**src/dcache_pkg.sv**
```systemverilog
`default_nettype none

package dcache_pkg;

    // Widths of the processor and bus sides
    localparam int ADDR_W = 32;
    localparam int DATA_W = 64;
    localparam int SEL_W  = DATA_W / 8;

    // Line geometry
    localparam int LINE_BYTES = 64;
    localparam int OFFSET_W   = $clog2(LINE_BYTES);  // 6 bits
    localparam int BEATS      = LINE_BYTES / SEL_W;  // 8 beats per line
    localparam int BEAT_W     = $clog2(BEATS);

    localparam int UNCACHED_BIT = 31;  // Set means bypass

    typedef struct packed {
        logic [ADDR_W-1:0] addr;
        logic [DATA_W-1:0] wdata;
        logic [SEL_W-1:0]  sel;
        logic              we;
    } cpu_req_t;

    typedef struct packed {
        logic              cyc;
        logic              stb;
        logic              we;
        logic [ADDR_W-1:0] adr;
        logic [DATA_W-1:0] dat;
        logic [SEL_W-1:0]  sel;
    } wb_out_t;

    typedef enum logic [1:0] {
        BUS_LINE_RD   = 2'd0,
        BUS_LINE_WR   = 2'd1,
        BUS_SINGLE_RD = 2'd2,
        BUS_SINGLE_WR = 2'd3
    } bus_op_e;

    // Expands a byte select into a full bit mask
    function automatic logic [DATA_W-1:0] lane_mask(input logic [SEL_W-1:0] sel);
        logic [DATA_W-1:0] mask;
        for (int i = 0; i < SEL_W; i++) begin
            mask[8*i +: 8] = {8{sel[i]}};
        end
        return mask;
    endfunction

endpackage

`default_nettype wire

```
**src/wb_master.sv**
```systemverilog
`timescale 1ns/1ps
`default_nettype none

module wb_master import dcache_pkg::*; (
    input  wire logic              i_clk,
    input  wire logic              i_reset,
    // Job interface from the controller
    input  wire logic              i_bus_req,
    input  wire bus_op_e           i_bus_op,
    input  wire logic [ADDR_W-1:0] i_bus_addr,
    input  wire logic [DATA_W-1:0] i_bus_wdata,
    input  wire logic [SEL_W-1:0]  i_bus_sel,
    // Line store ports
    input  wire logic [DATA_W-1:0] i_wb_word,
    output logic [BEAT_W-1:0]      o_rd_beat_idx,
    output logic                   o_beat_valid,
    output logic [BEAT_W-1:0]      o_beat_idx,
    output logic [DATA_W-1:0]      o_beat_data,
    output logic                   o_bus_done,
    // Wishbone
    output wb_out_t                o_wb,
    input  wire logic [DATA_W-1:0] i_wb_dat,
    input  wire logic              i_wb_ack
);

    logic              cyc_q, stb_q, we_q;
    logic [ADDR_W-1:0] adr_q;
    logic [DATA_W-1:0] dat_q;
    logic [SEL_W-1:0]  sel_q;
    bus_op_e           op_q;
    logic [BEAT_W-1:0] cnt_q;

    logic start, beat_end, last_beat, line_op, req_line;

    assign req_line  = (i_bus_op == BUS_LINE_RD) || (i_bus_op == BUS_LINE_WR);
    assign line_op   = (op_q == BUS_LINE_RD) || (op_q == BUS_LINE_WR);
    assign start     = i_bus_req && !cyc_q && !o_bus_done;
    assign beat_end  = stb_q && i_wb_ack;
    assign last_beat = !line_op || (cnt_q == BEAT_W'(BEATS - 1));

    // Next word the line store should present
    assign o_rd_beat_idx = cyc_q ? cnt_q + BEAT_W'(1) : '0;

    assign o_wb = '{cyc: cyc_q, stb: stb_q, we: we_q, adr: adr_q, dat: dat_q, sel: sel_q};

    always_ff @(posedge i_clk) begin
        if (i_reset) begin
            cyc_q        <= 1'b0;
            stb_q        <= 1'b0;
            we_q         <= 1'b0;
            o_bus_done   <= 1'b0;
            o_beat_valid <= 1'b0;
        end else begin
            o_beat_valid <= beat_end && (op_q == BUS_LINE_RD);
            if (start) begin
                cyc_q <= 1'b1;
                stb_q <= 1'b1;
                we_q  <= (i_bus_op == BUS_LINE_WR) || (i_bus_op == BUS_SINGLE_WR);
            end else if (beat_end && last_beat) begin
                cyc_q      <= 1'b0;
                stb_q      <= 1'b0;
                we_q       <= 1'b0;
                o_bus_done <= 1'b1;
            end else if (o_bus_done && !i_bus_req) begin
                o_bus_done <= 1'b0;  // Four-phase release
            end
        end
    end

    // Address, data and beat payload
    always_ff @(posedge i_clk) begin
        if (start) begin
            op_q  <= i_bus_op;
            cnt_q <= '0;
            adr_q <= req_line ? {i_bus_addr[ADDR_W-1:OFFSET_W], OFFSET_W'(0)} : i_bus_addr;
            sel_q <= req_line ? '1 : i_bus_sel;
            dat_q <= (i_bus_op == BUS_LINE_WR) ? i_wb_word : i_bus_wdata;
        end else if (beat_end) begin
            o_beat_idx  <= cnt_q;
            o_beat_data <= i_wb_dat;  // Also holds single-read data
            if (!last_beat) begin
                cnt_q <= cnt_q + BEAT_W'(1);
                adr_q <= adr_q + ADDR_W'(SEL_W);
                if (op_q == BUS_LINE_WR)
                    dat_q <= i_wb_word;
            end
        end
    end

endmodule

`default_nettype wire

```
**config.mk**
```make
export PLATFORM = sky130hd
export DESIGN_NAME = wb_master
export DESIGN_NICKNAME = d
export VERILOG_FILES = /design/src/dcache_pkg.sv /design/src/wb_master.sv
export SDC_FILE = /design/constraint.sdc
export NUM_CORES = 1
export LEC_CHECK = 0
export CAP_MARGIN = 20
export CORE_AREA = 10 10 153 155
export CTS_CLUSTER_DIAMETER = 30
export CTS_CLUSTER_SIZE = 16
export DETAILED_ROUTE_END_ITERATION = 8
export DIE_AREA = 0 0 163 165
export DONT_BUFFER_PORTS = 1
export HOLD_SLACK_MARGIN = 0.03
export PLACE_DENSITY = 0.47
export SLEW_MARGIN = 40
export SYNTH_ARGS = -nofsm -noshare
export SYNTH_HDL_FRONTEND = slang
export SYNTH_SLANG_ARGS = --single-unit
```
**constraint.sdc**
```tcl
create_clock -name i_clk -period 3.83 [get_ports i_clk]
set_input_delay 0.383 -clock i_clk [delete_from_list [all_inputs] [get_ports i_clk]]
set_output_delay 0.383 -clock i_clk [all_outputs]
set_load 0.01 [all_outputs]
```
==> metrics.cfg <==
[global_route]
grt_usage_pct=16.0
grt_overflow=0
grt_max_degree=65
grt_pass1_vias=4468
grt_first_pass_wirelength_mm=31.3
antenna_found_initial=1

[clock_network]
path_clk_slew_ns=0.08
insertion_delay_ns=0.44
cts_tree=yes
clock_sink_count=180
cts-root-buf=clkbuf_16
post-cts-setup-buffers=0
clk_path_buf_depth=2
cts_hold_buf=67
post_cts_resized=0
cts_buffers=17
h-tree-depth=4

[flow_run]
max_cap_viol_count=0

[setup_path]
critPathMaxFanout=12
end_kind=flip-flop
cp_slowest_cell=or4_1
critPathBufInv=0
critPathRequiredTime_ns=4.11
critical_path_class=flip-flop to flip-flop
critical_path_arrival_ns=2.88
path_common_cell=or4_1
critical-path-top-delay-family=simple AND/OR/NAND/NOR gates
r2r_setup_slack_ns=1.23
worstSetupStartpointType=flip-flop
max_stage_delay_ns=0.74
path_cells=ha_1 -> nand4_1 -> or4_1 -> or4_1 -> a31oi_1

[finish]
multi_input_area_sq_um=1790
fill_cells=1831
seq_area_sq_um=5340
drive_above_1_share_pct=20.7
fin_nets=765
area.growth.synth_to_final_pct=22.6
layout_commonest_cell=edfxtp_1
mostFrequentLayoutCells=edfxtp_1 (173), dlygate4sd3_1 (67), mux2_2 (64)
finalInstanceArea_sq_um=8870

[yosys]
avgSynthCellArea_sq_um=16.0
synth_top_area_cell=edfxtp_1
ys_ff_latch=180
synth_edf_count=173
ys_seq_area_share_pct=73.7
yosysTopAreaCellShare_pct=71.8
syn_inst=451
synthFlopType=edfxtp_1
syn-cell-area_sq_um=7230
synthTopCellsByArea=edfxtp_1 (72%), mux2_2 (10%), dfxtp_1 (1.9%)
yosysUniqueCellTypes=36
synth_warnings=0
async_flop_share_pct=0
synthesis.nets=692

[detailed_routing]
drt_iter0_markers=190
final_antenna_net_count=0
wl_met2_mm=12.1
wl_mm=22.9
drt-met1-wl_mm=7.91
vias=4178
via_per_inst=5.17
dr.pass1.iters=4
wl_met3_mm=2.65
routed.top_layer=met4
drc=0
wl_per_cell_um=28.4

[place]
placedInstanceArea_sq_um=7530
dp_hpwl_mm=17.7
gp_congestion=0.780
port_buffers=0

[die]
chipWidth_um=163
core-area_sq_um=20200
fp.dieH_um=165
row_count=52
dieArea_sq_um=26900
ios=417
start_util_pct=35.9

[power_and_ir_drop]
p_leak_uw=0.00292
p_per_area_nw_per_um2=533
vdd_drop_max_mv=0.277

[min_path]
worstHoldPathType=input port to flip-flop

[timing]
tightestPinTransition_ns=0.741
setup_tns_ns=0
slew_headroom_pct=50.6
skew_ns=0.0169
finalCriticalPeriod_ns=2.60
fmax_ghz=0.385
drv_slew=0
setup_violations=0
rsz0062_at_grt=no
timing.hold.ws_ns=0.0979
hold_viol=0
timing.final.crit_share_pct=67.8

[run_status]
status=completed

## state kept, by name, indices dropped and copies added (netlist names)
name          flops
op_q              2
o_beat_valid      1
stb_q             1
o_beat_idx        3
o_beat_data      64
we_q              1
dat_q            64
o_bus_done        1
adr_q            32
sel_q             8
cnt_q             3
## metal layers
layer,global-route usage [%],vias to the layer above
met2,27.8,265
met5,0,-
met3,8.41,16
li1,-,1887
met1,16.5,2010
met4,4.84,0
## cell type report
cell class              count  share of cell area, %
well taps                 270                   3.81
diodes                      1                 0.0282
clock buffers              17                   4.80
flip-flops and latches    180                   60.2
multi-input cells         244                   20.2
inverters                   8                  0.339
clock inverters            15                   2.44
repair buffers             73                   8.21
## stage by stage
| stage | total power (uW) | cells | utilization [%] | setup slack [ns] |
|---|---|---|---|---|
| floorplan | 2780 | 451 | - | 0.761 |
| global placement | 2910 | 707 | 37.4 | 1.25 |
| detailed placement | 2910 | 707 | 37.4 | 1.16 |
| CTS | 4800 | 806 | 43.9 | 1.13 |
| global route | 4930 | 808 | 44.0 | 0.968 |
| finish | 4730 | 808 | 44.0 | 1.23 |
## kinds of logic (layout without fill, tap and decap cells)
family                     after synthesis  in the layout  share of synthesized area [%]
buffers and inverters                   27            113                           1.66
adders and majority gates                3              3                          0.519
DFF                                    180            180                           73.7
other                                    0              1                              0
AOI/OAI and AO/OA                       46             46                           3.65
muxes                                   66             66                           10.2
and+or+nand+nor                        114            114                           8.37
xor gates and xnor gates                15             15                           1.82
## synthesized netlist by cell type, types with 2 or more instances
master,n
ha_1,3
inv_1,8
or3_1,5
and3_1,5
mux2i_1,2
a31oi_1,12
nand2b_1,8
or4_1,7
a21oi_1,5
nand2_1,29
and2_1,2
edfxtp_1,173
nor4_1,5
mux2_2,64
buf_4,3
or3_2,2
nand4_1,8
nor3_1,4
nor2_1,21
clkbuf_1,14
o21ai_0,21
nand3_1,12
o31ai_1,6
xnor2_1,12
xor2_1,3
dfxtp_1,7
## where the power goes
part / total (uW) / internal [uW] / switching [uW]
clock network: 1810 / 914 / 901
logic: 357 / 170 / 187
registers: 2560 / 2360 / 202
## worst paths after layout
| path | startpoint | endpoint | depth (start not counted) |
|---|---|---|---|
| worst max-delay path | adr_q[3] | adr_q[29] | 5 |
| worst min-delay path | i_bus_op[0] | we_q | 2 |
| worst max register to register | adr_q[3] | adr_q[29] | 5 |
| worst min register to register | cnt_q[1] | o_beat_idx[1] | 0 |
No activity file was read; power rests on OpenSTA's default activity.
