**src/dcache_pkg.sv**
```systemverilog
`default_nettype none

package dcache_pkg;

    // Widths of the processor and bus sides
    localparam int ADDR_W = 32;
    localparam int DATA_W = 64;
    localparam int SEL_W  = DATA_W / 8;

    // Line geometry
    localparam int LINE_BYTES = 64;
    localparam int OFFSET_W   = $clog2(LINE_BYTES);  // 6 bits
    localparam int BEATS      = LINE_BYTES / SEL_W;  // 8 beats per line
    localparam int BEAT_W     = $clog2(BEATS);

    localparam int UNCACHED_BIT = 31;  // Set means bypass

    typedef struct packed {
        logic [ADDR_W-1:0] addr;
        logic [DATA_W-1:0] wdata;
        logic [SEL_W-1:0]  sel;
        logic              we;
    } cpu_req_t;

    typedef struct packed {
        logic              cyc;
        logic              stb;
        logic              we;
        logic [ADDR_W-1:0] adr;
        logic [DATA_W-1:0] dat;
        logic [SEL_W-1:0]  sel;
    } wb_out_t;

    typedef enum logic [1:0] {
        BUS_LINE_RD   = 2'd0,
        BUS_LINE_WR   = 2'd1,
        BUS_SINGLE_RD = 2'd2,
        BUS_SINGLE_WR = 2'd3
    } bus_op_e;

    // Expands a byte select into a full bit mask
    function automatic logic [DATA_W-1:0] lane_mask(input logic [SEL_W-1:0] sel);
        logic [DATA_W-1:0] mask;
        for (int i = 0; i < SEL_W; i++) begin
            mask[8*i +: 8] = {8{sel[i]}};
        end
        return mask;
    endfunction

endpackage

`default_nettype wire

```
**src/dcache_ctrl.sv**
```systemverilog
`timescale 1ns/1ps
`default_nettype none

module dcache_ctrl import dcache_pkg::*; #(
    parameter int  NUM_LINES = 64,
    localparam int IDX_W     = $clog2(NUM_LINES),
    localparam int TAG_W     = ADDR_W - OFFSET_W - IDX_W
) (
    input  wire logic              i_clk,
    input  wire logic              i_reset,
    // Processor handshake
    input  wire logic              i_req,
    input  wire cpu_req_t          i_cpu,
    output logic                   o_ack,
    output logic [DATA_W-1:0]      o_rdata,
    // Tag and line store
    input  wire logic              i_hit,
    input  wire logic              i_valid,
    input  wire logic [TAG_W-1:0]  i_victim_tag,
    input  wire logic [DATA_W-1:0] i_line_rdata,
    // Bus master job
    input  wire logic              i_bus_done,
    input  wire logic [DATA_W-1:0] i_bus_rdata,
    output logic                   o_bus_req,
    output bus_op_e                o_bus_op,
    output logic [ADDR_W-1:0]      o_bus_addr,
    // Array updates
    output logic                   o_store,
    output logic                   o_fill_tag,
    output logic                   o_kill
);

    typedef enum logic [2:0] {
        ST_IDLE,
        ST_LOOKUP,
        ST_WRITEBACK,
        ST_FILL,
        ST_MERGE,
        ST_UNCACHED,
        ST_RESPOND
    } state_e;

    state_e state;

    logic              uncached;
    logic [IDX_W-1:0]  idx;
    logic [ADDR_W-1:0] victim_addr;
    logic [ADDR_W-1:0] line_addr;

    assign uncached    = i_cpu.addr[UNCACHED_BIT];
    assign idx         = i_cpu.addr[OFFSET_W +: IDX_W];
    assign victim_addr = {i_victim_tag, idx, OFFSET_W'(0)};
    assign line_addr   = {i_cpu.addr[ADDR_W-1:OFFSET_W], OFFSET_W'(0)};

    // One-cycle strobes into the arrays
    assign o_store    = i_cpu.we && ((state == ST_LOOKUP && i_hit) || state == ST_MERGE);
    assign o_kill     = (state == ST_WRITEBACK) && o_bus_req && i_bus_done;
    assign o_fill_tag = (state == ST_FILL) && o_bus_req && i_bus_done;

    //////////////////////////////////////////////////////////////////////
    // State machine
    //////////////////////////////////////////////////////////////////////

    always_ff @(posedge i_clk) begin
        if (i_reset) begin
            state     <= ST_IDLE;
            o_ack     <= 1'b0;
            o_bus_req <= 1'b0;
        end else begin
            case (state)
                ST_IDLE: begin
                    if (i_req && uncached) begin
                        o_bus_req <= 1'b1;
                        state     <= ST_UNCACHED;
                    end else if (i_req) begin
                        state <= ST_LOOKUP;
                    end
                end
                ST_LOOKUP: begin
                    if (i_hit) begin
                        state <= ST_RESPOND;
                    end else if (i_valid) begin
                        o_bus_req <= 1'b1;  // Dirty victim goes out first
                        state     <= ST_WRITEBACK;
                    end else begin
                        state <= ST_FILL;
                    end
                end
                ST_WRITEBACK: begin
                    if (i_bus_done) begin
                        o_bus_req <= 1'b0;
                        state     <= ST_FILL;
                    end
                end
                ST_FILL: begin
                    // Wait for the previous job to release done
                    if (!o_bus_req && !i_bus_done) begin
                        o_bus_req <= 1'b1;
                    end else if (o_bus_req && i_bus_done) begin
                        o_bus_req <= 1'b0;
                        state     <= ST_MERGE;
                    end
                end
                ST_MERGE: state <= ST_RESPOND;
                ST_UNCACHED: begin
                    if (i_bus_done) begin
                        o_bus_req <= 1'b0;
                        state     <= ST_RESPOND;
                    end
                end
                ST_RESPOND: begin
                    if (!o_ack) begin
                        o_ack <= 1'b1;
                    end else if (!i_req) begin
                        o_ack <= 1'b0;
                        state <= ST_IDLE;
                    end
                end
                default: state <= ST_IDLE;
            endcase
        end
    end

    // Job parameters and response data
    always_ff @(posedge i_clk) begin
        case (state)
            ST_IDLE: begin
                o_bus_op   <= i_cpu.we ? BUS_SINGLE_WR : BUS_SINGLE_RD;
                o_bus_addr <= i_cpu.addr;
            end
            ST_LOOKUP: begin
                o_rdata    <= i_line_rdata;  // Only kept on a hit
                o_bus_op   <= BUS_LINE_WR;
                o_bus_addr <= victim_addr;
            end
            ST_FILL: begin
                o_bus_op   <= BUS_LINE_RD;
                o_bus_addr <= line_addr;
            end
            ST_MERGE: o_rdata <= i_line_rdata;
            ST_UNCACHED: begin
                if (i_bus_done)
                    o_rdata <= i_bus_rdata & lane_mask(i_cpu.sel);
            end
            default: ;
        endcase
    end

endmodule

`default_nettype wire

```
**config.mk**
```make
export PLATFORM = sky130hd
export DESIGN_NAME = dcache_ctrl
export DESIGN_NICKNAME = d
export VERILOG_FILES = /design/src/dcache_pkg.sv /design/src/dcache_ctrl.sv
export SDC_FILE = /design/constraint.sdc
export NUM_CORES = 1
export LEC_CHECK = 0
export ABC_CLOCK_PERIOD_IN_PS = 5950
export BUFFER_PORTS_ARGS = -buffer_cell sky130_fd_sc_hd__clkbuf_2
export CORE_AREA = 2 2 139 141
export CTS_CLUSTER_SIZE = 40
export DETAILED_ROUTE_END_ITERATION = 12
export DIE_AREA = 0 0 141 143
export GPL_TIMING_DRIVEN = 0
export PLACE_DENSITY = 0.67
export SLEW_MARGIN = 20
export SYNTH_ARGS = -nofsm -noshare
export SYNTH_HDL_FRONTEND = slang
export SYNTH_SLANG_ARGS = --single-unit
```
**constraint.sdc**
```tcl
create_clock -name i_clk -period 5.95 [get_ports i_clk]
set_input_delay 0.2975 -clock i_clk [delete_from_list [all_inputs] [get_ports i_clk]]
set_output_delay 0.2975 -clock i_clk [all_outputs]
set_load 0.02 [all_outputs]
```
==> flow_summary_export.csv, run 1 <==
group,metric,value,unit
clock_tree,cts_root_buf,"clkbuf_16",
floorplan,die_y,143,um
sta,fin_crit_sh,44.9,%
global_route,grt_max_degree,25,
final_layout,fin_cells,954,
setup_path,r2r_start,"state[2]",
synthesis,synth_top_area_share,63.5,%
clock_tree,clk_latency,0.35,ns
synthesis,avgSynthCellArea,11.4,um2
placement,portBuffers,288,
sta,rsz0062_at_grt,"false",
global_route,grt_pass1_vias,4009,
clock_tree,cts_buffers,9,
synthesis,synthArstFlopShare,0,%
setup_path,max_stage_delay,0.30,ns
sta,setup_viol,0,
hold_path,worstHoldStart,"i_cpu[82]",
setup_path,critPathSlowestCell,"dfxtp_1",
setup_path,path_class,"flip-flop to flip-flop",
hold_path,whs_endpoint,"o_bus_addr[9]",
clock_tree,cts.repair.resized,0,
hold_path,hold_depth,1,
synthesis,ys_types,39,
setup_path,startpoint_type,"flip-flop",
setup_path,crit_top_cell,"buf_4",
final_layout,layout_common_cells,"clkbuf_2, nand2_1, edfxtp_1, o21ai_0, o21ai_1",
route,viasPerCell,4.31,
sta,max_clock_freq,374,MHz
setup_path,cp_max_fo,11,
hold_path,hp-class,"input port to flip-flop",
route,dr.first_iter.drc_count,198,
setup_path,r2r_cells,11,
sta,slew_viol_final,0,
run_status,outcome,"finished clean",
setup_path,cp.arrival,2.72,ns
clock_tree,numClockSinks,103,
route,postRouteAntennaNets,0,
synthesis,ys_ff_latch,103,
synthesis,synth_nets,666,
power,p_total,3.41,mW
placement,dp_hpwl,11700,um
sta,max_slew_margin,61.2,%
clock_tree,clock_path_buffers,2,
sta,layout_min_cycle_time,2.67,ns
global_route,grt_first_pass_wirelength,21700,um
setup_path,r2r-end,"o_rdata[24]",
floorplan,rows,50,
setup_path,cp-end-kind,"flip-flop",
sta,worstMarginPinSlew,0.581,ns
placement,routabilityCongestion,0.806,
synthesis,synth_edf_count,98,
setup_path,crit_chain,"buf_2, nor2b_1, and2_1, nor3_2, buf_4, buf_4, buf_4, buf_6, buf_4, buf_4, buf_4",
synthesis,synth.yosys.seq_area_share,65.7,%
route,first_pass_iters,4,
sta,hold_viol_final,0,
global_route,antenna_found_initial,0,
setup_path,r2r_slack,3.28,ns
clock_tree,cts_tree,"built",
synthesis,ys_warn_count,0,
final_layout,final_common_cell,"clkbuf_2",
flow_run,maxCapViolations,0,
power,p_leak,3.16,nW
setup_path,worst-endpoint-required,6.00,ns
sta,fin_tns_setup,0,ns
final_layout,nets,973,
power,powerDensity,502,nW/um2
clock_tree,htreeDepth,3,
synthesis,synth_ff_type,"edfxtp_1",
final_layout,syn_to_final_growth,46.4,%
clock_tree,ctsHoldBuffers,0,
global_route,grt_overflow_total,0,
route,wire_per_inst,15.2,um
floorplan,coreArea,18600,um2
floorplan,ios,362,
sta,skew,0.00944,ns
final_layout,drive_gt1_share,49.5,%
floorplan,initial_utilization,24.9,%
floorplan,die_area,20200,um2
route,drc_errors,0,
clock_tree,path_clk_slew,0.08,ns
floorplan,chipWidth,141,um
synthesis,yosys-top-cells-area,"edfxtp_1, nand2_1, o21ai_0, mux2_2, o21ai_1",
route,routed_wl,14500,um
global_route,grt.total_usage,14.1,%
power,ir_drop,0.168,mV
synthesis,netlist_area,4630,um2
synthesis,synthCells,407,
clock_tree,post-cts-setup-buffers,0,
placement,dp.cells,937,
synthesis,yosysTopAreaCell,"edfxtp_1",
route,num_vias,4108,
==> cell type report <==
| type | count | area (um2) |
|---|---|---|
| Timing Repair Buffer | 296 | 1530 |
| Multi-Input combinational cell | 271 | 1430 |
| Clock inverter | 7 | 87.6 |
| Inverter | 2 | 7.51 |
| Sequential cell | 103 | 3040 |
| Tap cell | 234 | 293 |
| Antenna cell | 1 | 2.50 |
| Clock buffer | 9 | 225 |
| Buffer | 31 | 171 |
| Fill cell | 1916 | 11800 |
==> synthesized netlist by cell type, types with 2 or more instances <==
cell and count:
clkbuf_2 2, and2_1 7, mux2_2 18, mux2_1 2, buf_2 12, nor3_1 4
buf_6 4, dfxtp_1 5, a2bb2oi_1 2, o21ai_1 21, inv_1 2, edfxtp_1 98
nand3_1 2, nand2b_1 7, nor2b_1 4, a311oi_1 2, nand2_1 132, buf_4 2
buf_1 8, a21oi_1 4, clkbuf_1 3, o21ai_0 47, nor2_1 3
==> logic make-up (layout without fill, tap and decap cells) <==
kind of cell	count (synthesis)	in the layout	synth area share, %
compound gates	85	85	10.2
buf+inv	33	345	3.86
flops	103	103	65.7
mux	21	21	5.08
other cells	0	1	0
simple gates	165	165	15.2
==> per-layer routing <==
metal  GRT usage [%]  routed length [um]  vias up
met5               0                   0        -
met4            4.68                 209        0
met3            2.78                 821       11
met2            23.4                7330      142
met1            18.5                6100     1902
li1                -                   -     2053
==> state kept, by name, summed over array words and instances (netlist names) <==
name / flops
o_rdata: 64
o_bus_addr: 32
state: 3
o_bus_op: 2
o_ack: 1
o_bus_req: 1
==> worst max-delay path by stage <==
stage | start | end | slack (ns) | depth (start not counted)
after floorplan | state[2] | o_rdata[0] | 0.29 | 4
after global placement | state[2] | o_rdata[26] | -1.71 | 4
after detailed placement | state[2] | o_rdata[29] | 3.27 | 11
after CTS | state[2] | o_rdata[24] | 3.24 | 11
after global routing | state[2] | o_rdata[24] | 3.11 | 11
final | state[2] | o_rdata[24] | 3.28 | 11
==> where the power goes <==
part	internal, mW	total [mW]	switching [mW]
registers	1.24	1.34	0.0916
clock network	0.336	0.623	0.287
logic	0.485	1.45	0.961
==> stage by stage <==
stage / hold WS [ns] / instance area, um2 / utilization (%) / setup slack [ns]
floorplan: 0.370 / 4630 / - / 0.292
global placement: 0.475 / 6370 / 34.3 / -1.71
detailed placement: 0.477 / 6470 / 34.8 / 3.27
CTS: 0.101 / 6780 / 36.5 / 3.24
global route: 0.0955 / 6780 / 36.5 / 3.11
finish: 0.119 / 6780 / 36.5 / 3.28
==> critical path: cells and delay by family, from the launching register on <==
family        cells  cell delay [ns]
flops             1             0.30
buf+inv           8             1.57
simple gates      3             0.48
Note: power is estimated with default switching activity, not from simulation.
==> inputs of run 2 (changes only) <==
Settings changed: ABC_AREA set to 1, ABC_CLOCK_PERIOD_IN_PS 5950 to 2160, CORE_AREA 2 2 139 141 to 2 2 140 142, DIE_AREA 0 0 141 143 to 0 0 142 144.
Clock period 5.95 ns to 2.16 ns, I/O delays scaled along.
==> flow_summary_export.csv, run 2 <==
group,metric,value,unit
clock_tree,cts_tree,"built",
hold_path,hp-class,"input port to flip-flop",
global_route,grt_pass1_vias,4075,
clock_tree,htreeDepth,3,
synthesis,synth_ff_type,"edfxtp_1",
hold_path,hold_depth,3,
sta,fin_crit_sh,88.9,%
setup_path,r2r-end,"o_rdata[24]",
placement,detailedPlace.worstSlack,0.201,ns
route,drc_errors,0,
sta,fin_ws,0.239,ns
power,combPwrFrac,44.8,%
setup_path,max_stage_delay,0.39,ns
setup_path,cp.depth,7,
run_status,outcome,"finished clean",
synthesis,yosys-top-cells-area,"edfxtp_1, nand2_1, nand3_1, o21ai_0, o21ai_1",
placement,dp_hpwl,12400,um
floorplan,coreArea,19100,um2
synthesis,ys_ff_latch,103,
final_layout,syn_to_final_growth,45.0,%
global_route,antenna_found_initial,0,
final_layout,n_antenna_cell,0,
clock_tree,clk_latency,0.35,ns
final_layout,final_common_cell,"clkbuf_2",
flow_run,maxCapViolations,0,
global_route,grt.total_usage,15.0,%
synthesis,synth.most_common_cell,"nand2_1",
power,powerDensity,1400,nW/um2
synthesis,avgSynthCellArea,9.89,um2
sta,setup_viol,0,
floorplan,die_area,20400,um2
synthesis,synthArstFlopShare,0,%
clock_tree,post-cts-setup-buffers,0,
global_route,grt_max_degree,44,
synthesis,ys_warn_count,0,
synthesis,ys_types,23,
final_layout,fillCellCount,1947,
setup_path,worst-endpoint-required,2.37,ns
route,num_vias,4498,
placement,portBuffers,289,
floorplan,rows,51,
route,routed_wl,16300,um
synthesis,synth_top_area_share,62.3,%
power,p_switching,4.16,mW
clock_tree,cts_buffers,9,
synthesis,synth.yosys.seq_area_share,64.4,%
setup_path,crit_buf_inv,4,
synthesis,synthCells,478,
synthesis,synth_edf_count,98,
final_layout,layout_common_cells,"clkbuf_2, nand2_1, edfxtp_1, nand3_1, o21ai_0",
sta,max_clock_freq,521,MHz
power,p_sw_share,43.5,%
power,clockPowerShare,16.6,%
setup_path,critPathSlowestCell,"buf_2",
clock_tree,cts.repair.resized,0,
route,first_pass_iters,5,
route,dr.first_iter.drc_count,259,
floorplan,ios,362,
setup_path,path_class,"flip-flop to flip-flop",
sta,slew_viol_final,0,
power,p_leak,3.25,nW
setup_path,r2r_start,"state[2]",
sta,max_slew_margin,50.0,%
power,ir_drop,0.562,mV
power,p_seq_share,38.6,%
final_layout,top_register,"o_rdata",
route,viasPerCell,4.37,
final_layout,drive_gt1_share,44.0,%
clock_tree,path_clk_slew,0.08,ns
global_route,grt_first_pass_wirelength,22800,um
final_layout,final_core_util,35.9,%
setup_path,crit_path_end,"o_rdata[24]",
final_layout,nets,1045,
setup_path,r2r_cells,7,
floorplan,initial_utilization,24.8,%
final_layout,largest_reg_flops,64,
synthesis,synth_common_cells,"nand2_1, edfxtp_1, nand3_1, o21ai_0, o21ai_1",
sta,layout_min_cycle_time,1.92,ns
sta,rsz0062_at_grt,"false",
synthesis,yosysTopAreaCell,"edfxtp_1",
placement,routabilityCongestion,0.834,
synthesis,synth_nets,737,
synthesis,netlist_area,4730,um2
setup_path,cp_max_fo,10,
floorplan,chipWidth,142,um
setup_path,startpoint_type,"flip-flop",
final_layout,reg_top3,"o_rdata (64), o_bus_addr (32), state (3)",
floorplan,die_y,144,um
sta,skew,0.00934,ns
setup_path,critPathLaunch,"state[2]",
setup_path,crit_chain,"buf_4, inv_2, buf_6, nor2_4, buf_2, nand3_1, nand2_1",
setup_path,r2r_slack,0.24,ns
global_route,grt_overflow_total,0,
clock_tree,clock_path_buffers,2,
clock_tree,numClockSinks,103,
clock_tree,cts_root_buf,"clkbuf_16",
setup_path,cp-end-kind,"flip-flop",
sta,hold_viol_final,0,
clock_tree,ctsHoldBuffers,7,
sta,worstMarginPinSlew,0.750,ns
setup_path,crit_family,"buffers and inverters",
route,wire_per_inst,15.8,um
route,postRouteAntennaNets,0,
power,p_int,5.41,mW
setup_path,cp.arrival,2.13,ns
run 2: cell count changes in the layout (fill, tap and decap cells not counted), sizes merged, moves of 7 or more:
| cell | delta |
|---|---|
| buf | -11 |
| clkbuf | +8 |
| dlygate4sd3 | +7 |
| inv | +14 |
| mux2 | -20 |
| nand2 | +11 |
| nand2b | -7 |
| nand3 | +72 |
| nor2 | +23 |
run 2: routing by layer:
layer  up-vias  routed length, um  global-route usage, %
li1       2266                  -                      -
met1      2040               7150                   19.7
met2       173               7930                   24.8
met3        19                889                   3.15
met4         0                313                   5.11
met5         -                  0                      0
run 2: worst min path at each step:
| stage | startpoint | to | slack (ns) |
|---|---|---|---|
| after floorplan | i_reset | o_ack | 0.18 |
| after global placement | i_cpu[82] | o_bus_addr[9] | 0.28 |
| after detailed placement | i_cpu[80] | o_bus_addr[7] | 0.29 |
| after CTS | i_victim_tag[18] | o_bus_addr[30] | 0.001 |
| after global routing | i_victim_tag[7] | o_bus_addr[19] | 0.009 |
| final | i_victim_tag[18] | o_bus_addr[30] | 0.02 |
run 2: power groups by stage:
stage	Combinational, mW	Sequential, mW	Clock (mW)
global route	4.70	3.78	1.70
detailed placement	4.34	3.74	0
finish	4.29	3.69	1.59
floorplan	1.50	4.84	0
global placement	4.23	3.75	0
CTS	4.36	3.70	1.65
run 2: metrics by stage:
stage	cell area, um2	hold slack (ns)	TNS (ns)	instances	total power [mW]
after CTS	6850	0.00146	0	1029	9.71
after global routing	6850	0.00929	0	1029	10.2
final	6850	0.0193	0	1029	9.57
after detailed placement	6500	0.287	0	1006	8.07
after floorplan	4730	0.177	0	478	6.34
after global placement	6470	0.285	-23.88	1005	7.98
run 2: worst min-delay path: stages:
cell and delay (ns):
clkbuf_2 0.07, nand2_1 0.04, nand2_1 0.04
run 2: logic make-up (layout without fill, tap and decap cells):
family,after synthesis,count (layout),share of synthesized area [%]
simple gates,248,248,22.5
flops,103,103,64.4
compound gates,76,76,8.05
buf+inv,51,364,5.03
run 2: final cells by class:
| class | instances | area [um2] | area share [%] |
|---|---|---|---|
| multi-input combinational | 324 | 1450 | 21.1 |
| clock inverter | 7 | 56.3 | 0.822 |
| sequential | 103 | 3040 | 44.4 |
| clock buffer | 9 | 225 | 3.29 |
| tap | 238 | 298 | 4.35 |
| buffer | 34 | 174 | 2.54 |
| timing repair buffer | 297 | 1540 | 22.5 |
| inverter | 17 | 63.8 | 0.931 |
